$ cat src/verilog/sram_test_pkg.sv
`default_nettype none

package sram_test_pkg;

  // data pattern currently written and checked
  typedef enum logic [2:0] {
    PAT_ZEROS = 3'd0,
    PAT_ONES  = 3'd1,
    PAT_55    = 3'd2,
    PAT_AA    = 3'd3,
    PAT_ADDR  = 3'd4
  } pattern_kind_e;

  // number of entries in pattern_kind_e
  localparam int PATTERN_COUNT = 5;

  // test sequencer states
  typedef enum logic [2:0] {
    ST_START,
    // one write request, then wait for ready
    ST_WRITE,
    ST_WRITE_WAIT,
    // one read request, then wait for ready
    ST_READ,
    ST_READ_WAIT,
    // all patterns clean
    ST_DONE,
    // mismatch seen, results frozen
    ST_HALT
  } tester_state_e;

endpackage

`default_nettype wire

$ cat src/verilog/sram_req_if.sv
`timescale 1ns/1ps
`default_nettype none

interface sram_req_if #(
  parameter int ADDR_BITS = 20,
  parameter int DATA_BITS = 16
);

  // request side, valid with req
  logic                 req;
  logic                 write_enable;
  logic [ADDR_BITS-1:0] addr;
  logic [DATA_BITS-1:0] write_data;

  // completion side
  logic                 ready;
  // held until the next read completes
  logic [DATA_BITS-1:0] read_data;

  modport tester (
    output req,
    output write_enable,
    output addr,
    output write_data,
    input  ready,
    input  read_data
  );

  modport controller (
    input  req,
    input  write_enable,
    input  addr,
    input  write_data,
    output ready,
    output read_data
  );

endinterface

`default_nettype wire

$ cat src/verilog/sram_tester.sv
`timescale 1ns/1ps
`default_nettype none

module sram_tester #(
  parameter int ADDR_BITS = 20,
  parameter int DATA_BITS = 16
) (
  input  wire logic                 clk,
  input  wire logic                 reset,
  sram_req_if.tester                bus,
  input  wire logic [DATA_BITS-1:0] pattern,
  input  wire logic                 pattern_last,
  output logic                      pattern_next,
  output logic                      test_done,
  output logic                      test_pass,
  output logic      [DATA_BITS-1:0] prev_read_data,
  output logic      [DATA_BITS-1:0] prev_expected_data
);

  import sram_test_pkg::*;

  tester_state_e        state;
  tester_state_e        next_state;
  logic [ADDR_BITS-1:0] addr;
  // counter sits on the top address, next step wraps
  logic                 addr_last;
  logic                 read_pass;
  logic                 access_done;
  logic                 compare_valid;
  logic                 compare_fail;

  assign addr_last     = &addr;
  assign access_done   = bus.ready &&
                         (state == ST_WRITE_WAIT || state == ST_READ_WAIT);
  assign compare_fail  = compare_valid && (prev_read_data != prev_expected_data);

  always_comb begin
    next_state   = state;
    pattern_next = 1'b0;
    case (state)
      ST_START: begin
        // after reset, or one cycle after the last read of a pattern
        if (!read_pass) begin
          next_state = ST_WRITE;
        end else if (pattern_last) begin
          next_state = ST_DONE;
        end else begin
          pattern_next = 1'b1;
          next_state   = ST_WRITE;
        end
      end
      ST_WRITE: begin
        next_state = ST_WRITE_WAIT;
      end
      ST_WRITE_WAIT: begin
        if (bus.ready) begin
          next_state = addr_last ? ST_READ : ST_WRITE;
        end
      end
      ST_READ: begin
        next_state = ST_READ_WAIT;
      end
      ST_READ_WAIT: begin
        // last read goes through start so its compare lands first
        if (bus.ready) begin
          next_state = addr_last ? ST_START : ST_READ;
        end
      end
      ST_DONE, ST_HALT: begin
        next_state = state;
      end
      default: begin
        next_state = ST_START;
      end
    endcase
    if (compare_fail) begin
      next_state   = ST_HALT;
      pattern_next = 1'b0;
    end
  end

  always_ff @(posedge clk or posedge reset) begin
    if (reset) begin
      state     <= ST_START;
      addr      <= {ADDR_BITS{1'b0}};
      read_pass <= 1'b0;
    end else begin
      state <= next_state;
      if (access_done) begin
        addr <= addr + 1'b1;
      end
      if (state == ST_WRITE_WAIT && bus.ready && addr_last) begin
        read_pass <= 1'b1;
      end else if (state == ST_START) begin
        read_pass <= 1'b0;
      end
    end
  end

  // held words, compared on the following edge
  always_ff @(posedge clk or posedge reset) begin
    if (reset) begin
      compare_valid      <= 1'b0;
      prev_read_data     <= {DATA_BITS{1'b0}};
      prev_expected_data <= {DATA_BITS{1'b0}};
    end else begin
      compare_valid <= 1'b0;
      if (state == ST_READ_WAIT && bus.ready) begin
        compare_valid      <= 1'b1;
        prev_read_data     <= bus.read_data;
        prev_expected_data <= pattern;
      end
    end
  end

  // result flags, sticky until reset
  always_ff @(posedge clk or posedge reset) begin
    if (reset) begin
      test_pass <= 1'b1;
      test_done <= 1'b0;
    end else begin
      if (compare_fail) begin
        test_pass <= 1'b0;
      end
      if (state == ST_DONE || state == ST_HALT) begin
        test_done <= 1'b1;
      end
    end
  end

  assign bus.req          = (state == ST_WRITE || state == ST_READ);
  assign bus.write_enable = (state == ST_WRITE);
  assign bus.addr         = addr;
  assign bus.write_data   = pattern;

  // controller only takes a request while idle
  no_overlapping_req: assert property (
    @(posedge clk) disable iff (reset)
    bus.req |=> (!bus.req until_with bus.ready)
  ) else $error("request issued while an access is outstanding");

endmodule

`default_nettype wire

$ cat src/flat_wrapper.sv
// flat-port wrapper written by rule: the top's interface ports become plain ports
module sram_tester_flat import sram_test_pkg::*;
#(
  parameter int ADDR_BITS = 20,
  parameter int DATA_BITS = 16
)
  (clk, reset, pattern, pattern_last, pattern_next, test_done, test_pass, prev_read_data, prev_expected_data, bus_req, bus_write_enable, bus_addr, bus_write_data, bus_ready, bus_read_data);
  sram_req_if #(.ADDR_BITS(ADDR_BITS), .DATA_BITS(DATA_BITS)) bus_i ();
  input  wire logic clk;
  input  wire logic reset;
  input  wire logic [DATA_BITS-1:0] pattern;
  input  wire logic pattern_last;
  output logic pattern_next;
  output logic test_done;
  output logic test_pass;
  output logic      [DATA_BITS-1:0] prev_read_data;
  output logic      [DATA_BITS-1:0] prev_expected_data;
  output wire logic [$bits(bus_i.req)-1:0] bus_req;
  output wire logic [$bits(bus_i.write_enable)-1:0] bus_write_enable;
  output wire logic [$bits(bus_i.addr)-1:0] bus_addr;
  output wire logic [$bits(bus_i.write_data)-1:0] bus_write_data;
  input wire logic [$bits(bus_i.ready)-1:0] bus_ready;
  input wire logic [$bits(bus_i.read_data)-1:0] bus_read_data;
  assign bus_req = bus_i.req;
  assign bus_write_enable = bus_i.write_enable;
  assign bus_addr = bus_i.addr;
  assign bus_write_data = bus_i.write_data;
  assign bus_i.ready = bus_ready;
  assign bus_i.read_data = bus_read_data;
  sram_tester #(.ADDR_BITS(ADDR_BITS), .DATA_BITS(DATA_BITS)) u_core (.clk(clk), .reset(reset), .bus(bus_i), .pattern(pattern), .pattern_last(pattern_last), .pattern_next(pattern_next), .test_done(test_done), .test_pass(test_pass), .prev_read_data(prev_read_data), .prev_expected_data(prev_expected_data));
endmodule
$ cat config.mk
export PLATFORM = sky130hd
export DESIGN_NAME = sram_tester_flat
export DESIGN_NICKNAME = d
export VERILOG_FILES = /design/src/verilog/sram_test_pkg.sv /design/src/verilog/sram_req_if.sv /design/src/verilog/sram_tester.sv /design/src/flat_wrapper.sv
export SDC_FILE = /design/constraint.sdc
export NUM_CORES = 1
export LEC_CHECK = 0
export BUFFER_PORTS_ARGS = -buffer_cell sky130_fd_sc_hd__buf_4
export CAP_MARGIN = 10
export CELL_PAD_IN_SITES_DETAIL_PLACEMENT = 1
export CELL_PAD_IN_SITES_GLOBAL_PLACEMENT = 1
export CORE_MARGIN = 10
export CORE_UTILIZATION = 34
export CTS_CLUSTER_DIAMETER = 50
export CTS_CLUSTER_SIZE = 16
export DETAILED_ROUTE_END_ITERATION = 10
export PLACE_DENSITY = 0.86
export SLEW_MARGIN = 20
export SYNTH_ARGS = -nofsm -noshare
export SYNTH_HDL_FRONTEND = slang
export SYNTH_SLANG_ARGS = --single-unit
$ cat constraint.sdc
create_clock -name clk -period 1.8 [get_ports clk]
set_input_delay 0.18 -clock clk [delete_from_list [all_inputs] [get_ports clk]]
set_output_delay 0.18 -clock clk [all_outputs]
set_load 0.1 [all_outputs]
==> metrics.md <==
| Metric | Value |
|---|---|
| Outcome | complete, but fails checks |
| Failing checks | setup timing |
| Final WS setup | -346 ps |
| Slowest CP cell | o41ai_4 |
| Die Area | roughly 12,000 µm² |
| Synth area leaders | dfrtp_1 51%, xnor2_1 8.6%, mux2_2 7.5% |
| Post-synthesis net count | roughly 270 |
| FFs w/ async S/R, synth | 100% |
| Sequential area share after synthesis | about half |
| Placed Cells | roughly 460 |
| Unrepaired setup endpoints after global routing | true |
| Total grt overflow | 0 |
| Post-Synth XOR/XNOR Area | between 10% and 20% |
| Compound-gate portion of the synthesized area | slightly above 3% |
| Worst path required time | ~1600 ps |
| Vias | ~2.3k |
| Max clock buf depth | 2 |
| FP Rows | 33 |
| Clock-pin slew on the worst setup and hold paths | about 70 ps |
| Most numerous cell in the Yosys netlist | dfrtp_1 |
| Worst Path Max Fanout | 2 |
| Vias in the first global route | about 2.6k |
| Clock buffer count from CTS | 9 |
| Clock Tree Root | clkbuf_8 |
| Largest incremental delay on the critical path | 450 ps |
| Top cells by count, synth | 58 x dfrtp_1, 28 x xnor2_1, 19 x mux2_2, 16 x buf_4, 13 x mux2_1 |
| Area Overhead vs Synth | 55.4% |
| Die height | about 110 µm |
| Total of max-cap violations | 0 |
| Syn Inst Count | approximately 230 |
| Largest net degree at the start of global routing | 34 |
| Worst Tran Pin Value | ~510 ps |
| Crit path DAT | approximately 2000 ps |
| GRT Overall Usage | 13.6% |
| DRC | 0 |
| Crit path max-delay family | compound AO/OA/AOI/OAI gates |
| Post-Synth Adder-Cell Area | less than 1% |
| CP Cell Sequence | xnor2_2, nand4_1, o41ai_4, and3_4, buf_12 |
| Synth Flop Type | dfrtp_1 |
| Final Cycle Share | 119% |
| Antenna Nets Post-Route | 0 |
| N_diodes | 0 |
| Ports | 109 |
| Setup crit end kind | output port |
| Yosys warns | 0 |
| Layout cells sized above 1 | between 60 and 70% |
| Die X | about 110 µm |
| DR WL/cell | ~18 µm |
| # port buffers | roughly 110 |
| Share of Yosys cell area claimed by the top area cell type | approximately half |
| Mux cell area share after synthesis | approximately an eighth |
| Slew Viols, Final | 0 |
| Detailed Route WL | between 8000 and 9000 µm |
| Clock net sink count | 59 |
| Final Hold Fails | 0 |
| Buffers and inverters on the worst path | 1 |
| Largest family of logic cells by synthesized area | simple AND/OR/NAND/NOR gates |
| 1st-iter DRT viols | 46 |
| Core ar. | roughly 8200 µm² |
| Skew-Pair Late Insertion Delay | approximately 330 ps |
| Post-synth EDFFs | 0 |
| TritonCTS clock tree | yes |
| DPL Wire Length | approximately 6800 µm |
| Avg Vias per Cell | 4.71 |
| Htree depth | 3 |
| Area leader, netlist | dfrtp_1 |
| Cell Area, Synth | 2860 µm² |
| Initial antenna violation count | 0 |
| Initial Util | about a third |
| # setup viols final | 1 |
| Post-synth cell types | 44 |
| Post-Syn Area per Cell | between 10 and 15 µm² |
| Finished Layout Cells | just under 500 |
| Crit path kind | register to output port |
| Final Net Count | 410 |
| Simple-gate portion of the synthesized area | approximately 14% |
| Min Tclk post-route | approximately 2100 ps |
| Fin Clk Skew | about 12 ps |
| Worst hold path class | primary input to register |
| #FFs+latches synth | just under 60 |
| Pre-antenna DRT Iters | 4 |
| Worst slew margin | 65.6% |
| Global-route wire length before repair | about 14,000 µm |
| Crit path launch type | register |
| Routability Congestion | 0.804 |
| Highest Clock Rate | roughly 470 MHz |
-- logic make-up after synthesis --
family,count (synthesis)
and+or+nand+nor,61
DFF,59
xor gates and xnor gates,37
muxes,32
buffers and inverters,30
AOI/OAI and AO/OA,11
adders and majority gates,1
-- registers in the layout (all words and copies together) (netlist names) --
name / cells
u_core.state: 3
u_core.bus.addr: 20
u_core.prev_read_data: 16
u_core.prev_expected_data: 16
u_core.test_done: 1
u_core.read_pass: 1
u_core.test_pass: 1
u_core.compare_valid: 1
-- cell usage in the layout (no fill, tap or decap), drive strengths merged, types with 3 or more instances in the layout --
cell type / count
xor2: 9
mux2: 32
clkbuf: 10
nor2: 7
inv: 5
nor3b: 3
and3: 4
nand2b: 3
nand4: 8
dfrtp: 58
nand3: 9
xnor2: 28
nand2: 11
buf: 155
nor4: 4
-- routing by layer --
layer | global-route usage [%] | wire length [µm] | vias to the layer above
li1 | - | - | 1070
met1 | 14.6 | 3460 | 1125
met2 | 24.3 | 4380 | 76
met3 | 5.10 | 608 | 6
met4 | 3.86 | 63 | 0
met5 | 0 | 0 | -
-- repair_timing --
action	CTS	global route
pin swaps	2	1
resized for setup	5	5
endpoints found under the setup margin	1	3
hold endpoints to repair	21	0
setup buffers	0	5
hold buffers	1	0
-- worst paths after layout --
kind	startpoint	endpoint	slack (ps)	cells after the start
worst max-delay path	u_core.prev_expected_data[8]	pattern_next	-350	5
worst max register to register	u_core.bus.addr[0]	u_core.bus.addr[10]	30	6
worst min register to register	u_core.test_done	u_core.test_done	460	1
max in group asynchronous	reset	u_core.prev_read_data[3]	660	4
worst min-delay path	bus_read_data[8]	u_core.prev_read_data[8]	70	2
min in group asynchronous	reset	u_core.bus.addr[11]	420	3
-- stage by stage --
step / setup TNS (ps) / setup slack [ps] / hold WS (ps) / utilization [%] / cell area (µm²)
finish: -346 / -346 / 67.7 / 54.1 / 4440
global route: -587 / -456 / 52.0 / 54.1 / 4440
CTS: -384 / -384 / 49.8 / 53.3 / 4380
detailed placement: -124 / -124 / 250 / 50.1 / 4110
global placement: -104 / -104 / 239 / 50.1 / 4110
floorplan: -1960 / -247 / 315 / - / 3030
-- area by class of cell --
| cell class | count | area, µm² |
|---|---|---|
| fill | 895 | 3770 |
| timing repair buffer | 156 | 1210 |
| inverter | 5 | 18.8 |
| clock buffer | 10 | 138 |
| sequential | 59 | 1540 |
| tap | 105 | 131 |
| multi-input combinational | 142 | 1320 |
| clock inverter | 6 | 88.8 |
Power is not shown: default switching activity piles up to over one toggle a cycle in this logic, so the estimate is an artifact.
