$ cat config.mk
export PLATFORM = sky130hd
export DESIGN_NAME = sram_pattern_generator
export DESIGN_NICKNAME = d
export VERILOG_FILES = /design/src/verilog/sram_test_pkg.sv /design/src/verilog/sram_pattern_generator.sv
export SDC_FILE = /design/constraint.sdc
export NUM_CORES = 1
export LEC_CHECK = 0
export ABC_AREA = 1
export BUFFER_PORTS_ARGS = -buffer_cell sky130_fd_sc_hd__clkbuf_2
export CAP_MARGIN = 15
export CORE_AREA = 8 8 45 47
export DETAILED_ROUTE_END_ITERATION = 12
export DIE_AREA = 0 0 53 55
export HOLD_SLACK_MARGIN = 0.08
export PLACE_DENSITY = 0.75
export SLEW_MARGIN = 0
export SYNTH_ARGS = -nofsm -noshare
export SYNTH_HDL_FRONTEND = slang
export SYNTH_SLANG_ARGS = --single-unit
$ cat constraint.sdc
create_clock -name clk -period 1.55 [get_ports clk]
set_input_delay 0.31 -clock clk [delete_from_list [all_inputs] [get_ports clk]]
set_output_delay 0.31 -clock clk [all_outputs]
set_load 0.1 [all_outputs]
$ cat src/verilog/sram_test_pkg.sv
`default_nettype none

package sram_test_pkg;

  // data pattern currently written and checked
  typedef enum logic [2:0] {
    PAT_ZEROS = 3'd0,
    PAT_ONES  = 3'd1,
    PAT_55    = 3'd2,
    PAT_AA    = 3'd3,
    PAT_ADDR  = 3'd4
  } pattern_kind_e;

  // number of entries in pattern_kind_e
  localparam int PATTERN_COUNT = 5;

  // test sequencer states
  typedef enum logic [2:0] {
    ST_START,
    // one write request, then wait for ready
    ST_WRITE,
    ST_WRITE_WAIT,
    // one read request, then wait for ready
    ST_READ,
    ST_READ_WAIT,
    // all patterns clean
    ST_DONE,
    // mismatch seen, results frozen
    ST_HALT
  } tester_state_e;

endpackage

`default_nettype wire

$ cat src/verilog/sram_pattern_generator.sv
`timescale 1ns/1ps
`default_nettype none

module sram_pattern_generator #(
  parameter int ADDR_BITS = 20,
  parameter int DATA_BITS = 16
) (
  input  wire logic                 clk,
  input  wire logic                 reset,
  input  wire logic                 next,
  input  wire logic [ADDR_BITS-1:0] addr,
  output logic      [DATA_BITS-1:0] pattern,
  output sram_test_pkg::pattern_kind_e kind,
  output logic                      last
);

  import sram_test_pkg::*;

  // 0101... repeated, low bit set
  logic [2*DATA_BITS-1:0]         alt_bits;
  // address widened so any DATA_BITS slice exists
  logic [DATA_BITS+ADDR_BITS-1:0] addr_ext;

  assign alt_bits = {DATA_BITS{2'b01}};
  assign addr_ext = {{DATA_BITS{1'b0}}, addr};

  // kind steps forward and stops on the final pattern
  always_ff @(posedge clk or posedge reset) begin
    if (reset) begin
      kind <= PAT_ZEROS;
    end else if (next && (int'(kind) < PATTERN_COUNT - 1)) begin
      kind <= pattern_kind_e'(kind + 3'd1);
    end
  end

  assign last = (kind == PAT_ADDR);

  always_comb begin
    case (kind)
      PAT_ZEROS: begin
        pattern = {DATA_BITS{1'b0}};
      end
      PAT_ONES: begin
        pattern = {DATA_BITS{1'b1}};
      end
      PAT_55: begin
        pattern = alt_bits[DATA_BITS-1:0];
      end
      PAT_AA: begin
        pattern = ~alt_bits[DATA_BITS-1:0];
      end
      PAT_ADDR: begin
        pattern = addr_ext[DATA_BITS-1:0];
      end
      default: begin
        pattern = {DATA_BITS{1'b0}};
      end
    endcase
  end

  no_next_past_last: assert property (
    @(posedge clk) disable iff (reset)
    next |-> !last
  ) else $error("pattern advance requested after the final pattern");

endmodule

`default_nettype wire

==> flow_summary_export.csv, run 1 <==
group,metric,value,unit
floorplanning,die_w,53,um
synth,synth-seq-area-share,0.170,
placed_design,portbufs,38,
run_status,status,"aborted with a tool error",
floorplanning,die_height,55,um
clock_tree,post-cts-setup-buffers,4,
floorplanning,i_o_pin_count,43,
clock_tree,cts-buffers-inserted,3,
floorplanning,initial_utilization,0.318,
clock_tree,cts.sinks,3,
synth,synth.largest_area_cell,"sky130_fd_sc_hd__nand3_1",
synth,synth_cell_type_count,11,
clock_tree,cts_htree_levels,1,
run_status,stop_stage,"clock tree synthesis (4_1_cts)",
synth,synth-warning-count,0,
clock_tree,cts_buffer_depth,2,
synth,syn_nets,91,
clock_tree,count_of_cells_resized_by_post_cts_repair,16,
synth,syn-mean-instance-area,6.99,um^2
synth,synth.top_cells.by_area,"sky130_fd_sc_hd__nand3_1 (39%), sky130_fd_sc_hd__dfrtp_1 (17%), sky130_fd_sc_hd__ha_1 (14%)",
clock_tree,cts-hold-fix-buffers,1,
synth,mappedNetlistArea,440,um^2
synth,synth_top_area_share,0.386,
placed_design,gp_congestion,0.722,
placed_design,place_worst_setup_slack,-0.141,ns
run_status,error_message,"[ERROR DPL-0038] Utilization greater than 100%, impossible to legalize",
clock_tree,clk_root_buffer_cell,"sky130_fd_sc_hd__clkbuf_4",
floorplanning,placementRows,14,
synth,ys_seq_elements,3,
placed_design,dp.final_hpwl,1.61,mm
synth,syn-instance-count,63,
## metrics by stage
| stage | cells | cell area [um^2] | TNS [ns] | util |
|---|---|---|---|---|
| floorplan | 63 | 714 | -6.79 | - |
| global placement | 117 | 1220 | -1.52 | 0.883 |
| detailed placement | 117 | 1220 | -1.85 | 0.883 |
## synth_stat cells
cell type / count
sky130_fd_sc_hd__nand3_1: 34
sky130_fd_sc_hd__inv_8: 1
sky130_fd_sc_hd__o21ai_0: 1
sky130_fd_sc_hd__nand2_2: 1
sky130_fd_sc_hd__ha_1: 5
sky130_fd_sc_hd__inv_1: 6
sky130_fd_sc_hd__dfrtp_1: 3
sky130_fd_sc_hd__buf_4: 3
sky130_fd_sc_hd__buf_6: 2
sky130_fd_sc_hd__nand2_8: 1
sky130_fd_sc_hd__nand2_1: 6
## logic make-up after synthesis
family | count (synthesis) | share of synthesized area
buffers and inverters | 12 | 0.179
AOI/OAI and AO/OA | 1 | 0.0114
DFF | 3 | 0.170
and+or+nand+nor | 42 | 0.497
adders and majority gates | 5 | 0.142
==> run 2, diff against run 1 <==
--- a/config.mk
+++ b/config.mk
@@ -8,11 +8,10 @@
 export ABC_AREA = 1
 export BUFFER_PORTS_ARGS = -buffer_cell sky130_fd_sc_hd__clkbuf_2
 export CAP_MARGIN = 15
-export CORE_AREA = 8 8 45 47
+export CORE_AREA = 8 8 69 71
 export DETAILED_ROUTE_END_ITERATION = 12
-export DIE_AREA = 0 0 53 55
-export HOLD_SLACK_MARGIN = 0.08
-export PLACE_DENSITY = 0.75
+export DIE_AREA = 0 0 77 79
+export PLACE_DENSITY_LB_ADDON = 0.15
 export SLEW_MARGIN = 0
 export SYNTH_ARGS = -nofsm -noshare
 export SYNTH_HDL_FRONTEND = slang
==> run 2 against run 1 <==
The flow now finishes, with violations (negative setup slack); synthesized cell count unchanged; synthesized area is the same.
==> flow_summary_export.csv, run 2 <==
group,metric,value,unit
synth,synth.largest_area_cell,"sky130_fd_sc_hd__nand3_1",
sta,fin_worst_skew,0.00121,ns
finish,antennaDiodeCount,0,
sta,achievable-frequency,546,MHz
worst_setup_path,r2r_start,"kind[1]",
sta,report.final.hold_viol_count,0,
finish,num-nets-final,146,
synth,syn-instance-count,63,
synth,syn-mean-instance-area,6.99,um^2
synth,synth-seq-area-share,0.170,
synth,ys_seq_elements,3,
route,ant_nets,0,
finish,area_delta_synth_final,262,%
sta,post-route-worst-setup-slack,-0.280,ns
floorplanning,placementRows,23,
global_routing,grtUsageTotal,0.0732,
pwr,clock_power_share,0.342,
route,per_cell_via_count_in_the_routed_design,3.92,
run_status,status,"complete, but fails checks",
worst_setup_path,worstPathMaxFanout,4,
finish,post_route_cells_drive_above_1_share,0.889,
pwr,worst_ir_drop_vdd,349,uV
floorplanning,fp.dieArea,6080,um^2
pwr,internal_power,392,uW
pwr,p_leak,0.000769,uW
global_routing,gr-total-overflow,0,
worst_setup_path,endpoint_class_of_the_critical_path,"output pin",
floorplanning,fp.coreArea,3800,um^2
worst_setup_path,setup.worst_path.start_class,"register",
clock_tree,clk-insertion-delay-late,0.21,ns
global_routing,pin_count_of_the_biggest_net_entering_global_routing,19,
global_routing,grt_first_pass_wirelength,3.64,mm
route,wl_per_cell,12.9,um
sta,final.period_utilization,1.18,
hold_path,hold_start,"next",
clock_tree,cts_tree,"built",
route,detailedRoute.firstPassIterationCount,3,
pwr,netSwitchingPower,272,uW
run_status,failed_checks,"negative setup slack",
sta,final-setup-viol-count,17,
placed_design,dpl.cell_count,154,
global_routing,grt_antenna_before_repair,0,
global_routing,grt_pass1_vias,745,
clock_tree,cts_htree_levels,1,
synth,synth_cell_type_count,11,
sta,final_period_minus_worst_setup_slack,1.83,ns
floorplanning,die_w,77,um
synth,synth-main-ff-cell,"sky130_fd_sc_hd__dfrtp_1",
job,timing.max_cap.violations,0,
sta,drv_slew,0,
synth,synth-warning-count,0,
synth,syn_nets,91,
sta,max-slew-margin-rel,0.815,
floorplanning,initial_utilization,0.116,
placed_design,portbufs,38,
placed_design,place_area,1300,um^2
synth,synth_edf_count,0,
clock_tree,clk_root_buffer_cell,"sky130_fd_sc_hd__clkbuf_8",
pwr,pwr_density_cell,416,nW/um^2
pwr,seq_power_share,0.119,
route,drtIter0Drc,35,
placed_design,dp.final_hpwl,1.57,mm
finish,final_common_cell,"sky130_fd_sc_hd__buf_12",
floorplanning,i_o_pin_count,43,
clock_tree,cts_buffer_depth,2,
placed_design,gp_congestion,0.659,
synth,yosys-top-cells-count,"sky130_fd_sc_hd__nand3_1 (34), sky130_fd_sc_hd__inv_1 (6), sky130_fd_sc_hd__nand2_1 (6)",
finish,most-common-layout-cells,"sky130_fd_sc_hd__buf_12 (24), sky130_fd_sc_hd__nand3_4 (21), sky130_fd_sc_hd__clkbuf_2 (18)",
finish,largest_reg_flops,3,
synth,synthMostInstantiatedCell,"sky130_fd_sc_hd__nand3_1",
finish,regs_by_ff_count,"kind: 3 flops",
worst_setup_path,crit_path_dat,1.52,ns
finish,final_cells,167,
clock_tree,clkTransAtPathRegs,0.03,ns
route,drt_wl_total,2.16,mm
route,num_vias,655,
clock_tree,cts-buffers-inserted,3,
synth,synth.top_cells.by_area,"sky130_fd_sc_hd__nand3_1 (39%), sky130_fd_sc_hd__dfrtp_1 (17%), sky130_fd_sc_hd__ha_1 (14%)",
synth,synth-async-reset-ratio,1.00,
synth,synth_top_area_share,0.386,
finish,largest-register,"kind",
floorplanning,die_height,79,um
sta,worst-slew-pin-transition,0.279,ns
pwr,power.combinational.fraction,0.539,
synth,mappedNetlistArea,440,um^2
finish,non_filler_cell_area_final,1590,um^2
pwr,power.switching_fraction,0.410,
worst_setup_path,timing.critical_path.from,"kind[1]",
finish,num-fill-cells,373,
clock_tree,cts.sinks,3,
hold_path,worstHoldPathType,"input port to register",
worst_setup_path,worstPathRequired,1.24,ns
worst_setup_path,timing_worst_setup_path_type,"register to output pin",
sta,grt_setup_unrepaired,"yes",
route,drc,0,
run 2: metrics by stage:
step | setup WS [ns] | total power [uW] | TNS, ns | utilization | hold slack [ns]
after floorplan | -0.406 | 293 | -6.79 | - | 0.0637
after detailed placement | -0.127 | 423 | -1.84 | 0.342 | 0.166
after global routing | -0.327 | 692 | -5.31 | 0.420 | 0.412
after global placement | -0.116 | 420 | -1.70 | 0.342 | 0.160
after CTS | -0.283 | 670 | -4.61 | 0.407 | 0.372
final | -0.280 | 664 | -4.47 | 0.420 | 0.368
run 2: area by class of cell:
type	instances	area, um^2	share of cell area
well taps	50	62.6	0.0392
repair buffers	54	674	0.423
flip-flops and latches	3	86.3	0.0542
clock buffers	4	45.0	0.0283
multi-input cells	49	679	0.426
inverters	7	46.3	0.0290
run 2: logic make-up (layout without fill, tap and decap cells):
group                    count (synthesis)  count (layout)  share of synthesized area
flip-flops                               3               3                      0.170
adder cells (fa/ha/maj)                  5               5                      0.142
buffers and inverters                   12              65                      0.179
AND/OR/NAND/NOR                         42              43                      0.497
AO/OA/AOI/OAI                            1               1                     0.0114
run 2: final timing paths:
check | end | slack (ns) | cells after the start
worst min register to register | kind[0] | 0.72 | 3
max in group asynchronous | kind[2] | 0.91 | 3
worst max register to register | kind[2] | 0.39 | 3
worst min-delay path | kind[1] | 0.37 | 3
worst max-delay path | pattern[5] | -0.28 | 6
min in group asynchronous | kind[0] | 0.50 | 3
run 2: routing by layer:
| metal | global-route usage | vias to the layer above | routed length [um] |
|---|---|---|---|
| met5 | 0 | - | 0 |
| met4 | 0.0170 | 0 | 0 |
| met3 | 0.0282 | 0 | 129 |
| met2 | 0.137 | 22 | 1140 |
| met1 | 0.0755 | 306 | 891 |
| li1 | - | 327 | - |
run 2: repair_timing:
item / CTS / global route
hold buffers: 1 / 0
gates resized for setup: 23 / 8
pin swaps: 9 / 15
cloned: 1 / 0
setup buffers: 7 / 0
endpoints found under the setup margin: 17 / 17
endpoints found under the hold margin: 3 / 0
run 2: worst max-delay path, stage by stage (launching register included):
cell                         delay [ns]
sky130_fd_sc_hd__dfrtp_4           0.50
sky130_fd_sc_hd__ha_4              0.18
sky130_fd_sc_hd__ha_4              0.15
sky130_fd_sc_hd__clkinvlp_4        0.10
sky130_fd_sc_hd__buf_12            0.13
sky130_fd_sc_hd__nand3_4           0.07
sky130_fd_sc_hd__buf_12            0.17
run 2: power groups by stage:
| stage | combinational, uW | clock, uW | sequential, uW |
|---|---|---|---|
| final | 358 | 227 | 78.9 |
| after global routing | 369 | 244 | 78.8 |
| after CTS | 358 | 234 | 78.9 |
| after detailed placement | 343 | 0 | 79.9 |
| after global placement | 340 | 0 | 79.9 |
| after floorplan | 214 | 0 | 79.9 |
Power figures use the tool's default switching activity.
==> run 3, diff against run 2 <==
--- a/config.mk
+++ b/config.mk
@@ -5,13 +5,13 @@
 export SDC_FILE = /design/constraint.sdc
 export NUM_CORES = 1
 export LEC_CHECK = 0
-export ABC_AREA = 1
 export BUFFER_PORTS_ARGS = -buffer_cell sky130_fd_sc_hd__clkbuf_2
 export CAP_MARGIN = 15
 export CORE_AREA = 8 8 69 71
 export DETAILED_ROUTE_END_ITERATION = 12
 export DIE_AREA = 0 0 77 79
 export PLACE_DENSITY_LB_ADDON = 0.15
+export RECOVER_POWER = 25
 export SLEW_MARGIN = 0
 export SYNTH_ARGS = -nofsm -noshare
 export SYNTH_HDL_FRONTEND = slang
==> run 3 against run 2 <==
The run still ends with negative setup slack left; synthesized area decreased by 13%; critical path depth decreased by 1; cell count decreased by 19%; hold slack got worse by 0.0039 ns; design area decreased by 30%; clock-buffer cell count unchanged; via count decreased by 24%; critical path type unchanged; routed wire length decreased by 15%; fmax decreased by 4.4%; die area unchanged.
==> flow_summary_export.csv, run 3 <==
group,metric,value,unit
worst_setup_path,setup.worst_path.start_class,"register",
synth,synth_cell_type_count,15,
global_routing,grt_pass1_vias,582,
floorplanning,die_height,79,um
route,ant_nets,0,
route,detailedRoute.firstPassIterationCount,4,
placed_design,gp_congestion,0.637,
sta,fin_worst_skew,0.00420,ns
floorplanning,initial_utilization,0.101,
synth,syn-mean-instance-area,9.57,um^2
sta,post-route-worst-setup-slack,-0.364,ns
sta,drv_slew,0,
sta,final.period_utilization,1.23,
global_routing,gr-total-overflow,0,
floorplanning,fp.dieArea,6080,um^2
worst_setup_path,endpoint_class_of_the_critical_path,"output pin",
pwr,p_leak,0.000517,uW
synth,synth-main-ff-cell,"sky130_fd_sc_hd__dfrtp_1",
pwr,worst_ir_drop_vdd,369,uV
route,drc,0,
synth,post_synth_fa_ha_maj_area_fraction,0.163,
placed_design,dp.final_hpwl,1.42,mm
pwr,netSwitchingPower,294,uW
clock_tree,cts_htree_levels,1,
floorplanning,fp.coreArea,3800,um^2
finish,num-fill-cells,401,
worst_setup_path,worstPathMaxFanout,5,
global_routing,pin_count_of_the_biggest_net_entering_global_routing,10,
synth,ys_seq_elements,3,
synth,synth_top_area_share,0.209,
synth,synth.largest_area_cell,"sky130_fd_sc_hd__a221o_1",
placed_design,portbufs,38,
clock_tree,clk-insertion-delay-late,0.21,ns
finish,share_of_the_core_filled_with_cells_in_the_final_layout,0.296,
synth,synthXorXnorAreaFrac,0.0229,
finish,regs_by_ff_count,"kind: 3 flops",
synth,synth-warning-count,0,
synth,area_fraction_in_and_or_nand_and_nor_cells_after_synthesis,0.0392,
finish,post_route_cells_drive_above_1_share,0.895,
global_routing,grt_first_pass_wirelength,2.99,mm
worst_setup_path,crit_path_dat,1.60,ns
synth,syn-instance-count,40,
sta,report.final.hold_viol_count,0,
route,per_cell_via_count_in_the_routed_design,3.68,
job,timing.max_cap.violations,0,
pwr,clock_power_share,0.321,
synth,yosys-top-cells-count,"sky130_fd_sc_hd__a21o_1 (8), sky130_fd_sc_hd__a221o_1 (8), sky130_fd_sc_hd__ha_1 (5)",
run_status,failed_checks,"negative setup slack",
placed_design,place_worst_setup_slack,-0.300,ns
synth,synth-seq-area-share,0.196,
pwr,seq_power_share,0.120,
clock_tree,cts.sinks,3,
sta,max-slew-margin-rel,0.814,
hold_path,worstHoldPathType,"input port to register",
sta,worst-slew-pin-transition,0.281,ns
route,num_vias,500,
floorplanning,i_o_pin_count,43,
clock_tree,clkTransAtPathRegs,0.03,ns
synth,synth.mux.area_fraction,0.0294,
global_routing,grtUsageTotal,0.0606,
pwr,power.total,704,uW
clock_tree,clk_root_buffer_cell,"sky130_fd_sc_hd__clkbuf_8",
finish,final_common_cell,"sky130_fd_sc_hd__clkbuf_2",
finish,num-nets-final,115,
synth,synth.top_cells.by_area,"sky130_fd_sc_hd__a221o_1 (21%), sky130_fd_sc_hd__dfrtp_1 (20%), sky130_fd_sc_hd__ha_1 (16%)",
pwr,pwr_density_cell,627,nW/um^2
worst_setup_path,timing_worst_setup_path_type,"register to output pin",
clock_tree,post-cts-setup-buffers,0,
finish,most-common-layout-cells,"sky130_fd_sc_hd__clkbuf_2 (18), sky130_fd_sc_hd__buf_12 (17), sky130_fd_sc_hd__a221o_2 (7), sky130_fd_sc_hd__buf_4 (7), sky130_fd_sc_hd__a21o_4 (5)",
pwr,power.switching_fraction,0.418,
synth,mappedNetlistArea,383,um^2
pwr,power.combinational.fraction,0.559,
floorplanning,placementRows,23,
sta,final-setup-viol-count,17,
finish,area_delta_synth_final,193,%
worst_setup_path,worstPathRequired,1.24,ns
synth,syn_nets,68,
synth,synth_compound_area_frac,0.405,
clock_tree,cts_tree,"built",
sta,totalNegativeSetupSlack,-5.84,ns
finish,antennaDiodeCount,0,
synth,synth_top_family_by_area,"compound AO/OA/AOI/OAI gates",
floorplanning,die_w,77,um
sta,final_period_minus_worst_setup_slack,1.91,ns
sta,grt_setup_unrepaired,"yes",
global_routing,grt_antenna_before_repair,0,
clock_tree,cts_buffer_depth,2,
synth,synth_edf_count,0,
run_status,status,"complete, but fails checks",
route,drt_wl_total,1.84,mm
synth,synth-async-reset-ratio,1.00,
sta,achievable-frequency,523,MHz
route,wl_per_cell,13.6,um
route,drtIter0Drc,26,
finish,largest-register,"kind",
clock_tree,cts-buffers-inserted,3,
pwr,internal_power,410,uW
finish,largest_reg_flops,3,
[run 3: cell type report]
class                      instances  area [um^2]  area share
sequential                         3         86.3      0.0768
inverter                           5         23.8      0.0212
tap                               50         62.6      0.0557
multi-input combinational         28          379       0.337
clock buffer                       4         45.0      0.0401
timing repair buffer              46          527       0.469
[run 3: layer usage]
layer	GRT usage	vias up	share of wire	wire length, um
met5	0	-	0	0
met4	0.0226	0	0	0
met3	0.0135	0	0.047	86
met2	0.112	17	0.57	1050
met1	0.0662	242	0.38	705
li1	-	241	-	-
[run 3: final timing paths]
kind,cells after the start,endpoint,slack (ns),start
max reg2reg,3,kind[1],0.36,kind[2]
min,3,kind[2],0.36,next
min reg2reg,2,kind[0],0.70,kind[0]
max,5,pattern[15],-0.36,kind[1]
max in group asynchronous,3,kind[0],0.90,reset
min in group asynchronous,3,kind[2],0.49,reset
[run 3: power groups by stage]
stage	Sequential [uW]	Combinational [uW]	Clock (uW)
after floorplan	94.2	225	0
after global placement	83.8	372	0
final	84.6	393	226
after detailed placement	83.9	374	0
after global routing	85.0	406	235
after CTS	84.6	389	235
[run 3: repair_timing]
action / 4_1_cts / 5_1_grt
hold buffers: 1 / 0
endpoints found under the setup margin: 17 / 17
pin swaps: 10 / 7
gates cloned: 2 / 0
hold endpoints to repair: 3 / 0
gates resized for setup: 14 / 5
[run 3: metrics by stage]
| step | cell area (um^2) | hold slack (ns) | cells |
|---|---|---|---|
| floorplan | 435 | 0.0637 | 40 |
| global placement | 951 | 0.167 | 129 |
| detailed placement | 951 | 0.172 | 129 |
| CTS | 1090 | 0.363 | 136 |
| global route | 1120 | 0.389 | 136 |
| finish | 1120 | 0.364 | 136 |
[run 3: cell families (layout without fill, tap and decap cells)]
family,Yosys count,count (layout)
muxes,1,1
AOI/OAI and AO/OA,18,18
buffers and inverters,10,55
and+or+nand+nor,2,3
DFF,3,3
xor gates and xnor gates,1,1
adders and majority gates,5,5
[run 3: critical path, cell delays in order, from the launching register on]
cell and delay (ns):
sky130_fd_sc_hd__dfrtp_4 0.45, sky130_fd_sc_hd__inv_4 0.06, sky130_fd_sc_hd__ha_4 0.16, sky130_fd_sc_hd__and2_4 0.17, sky130_fd_sc_hd__a221o_2 0.36, sky130_fd_sc_hd__buf_12 0.17
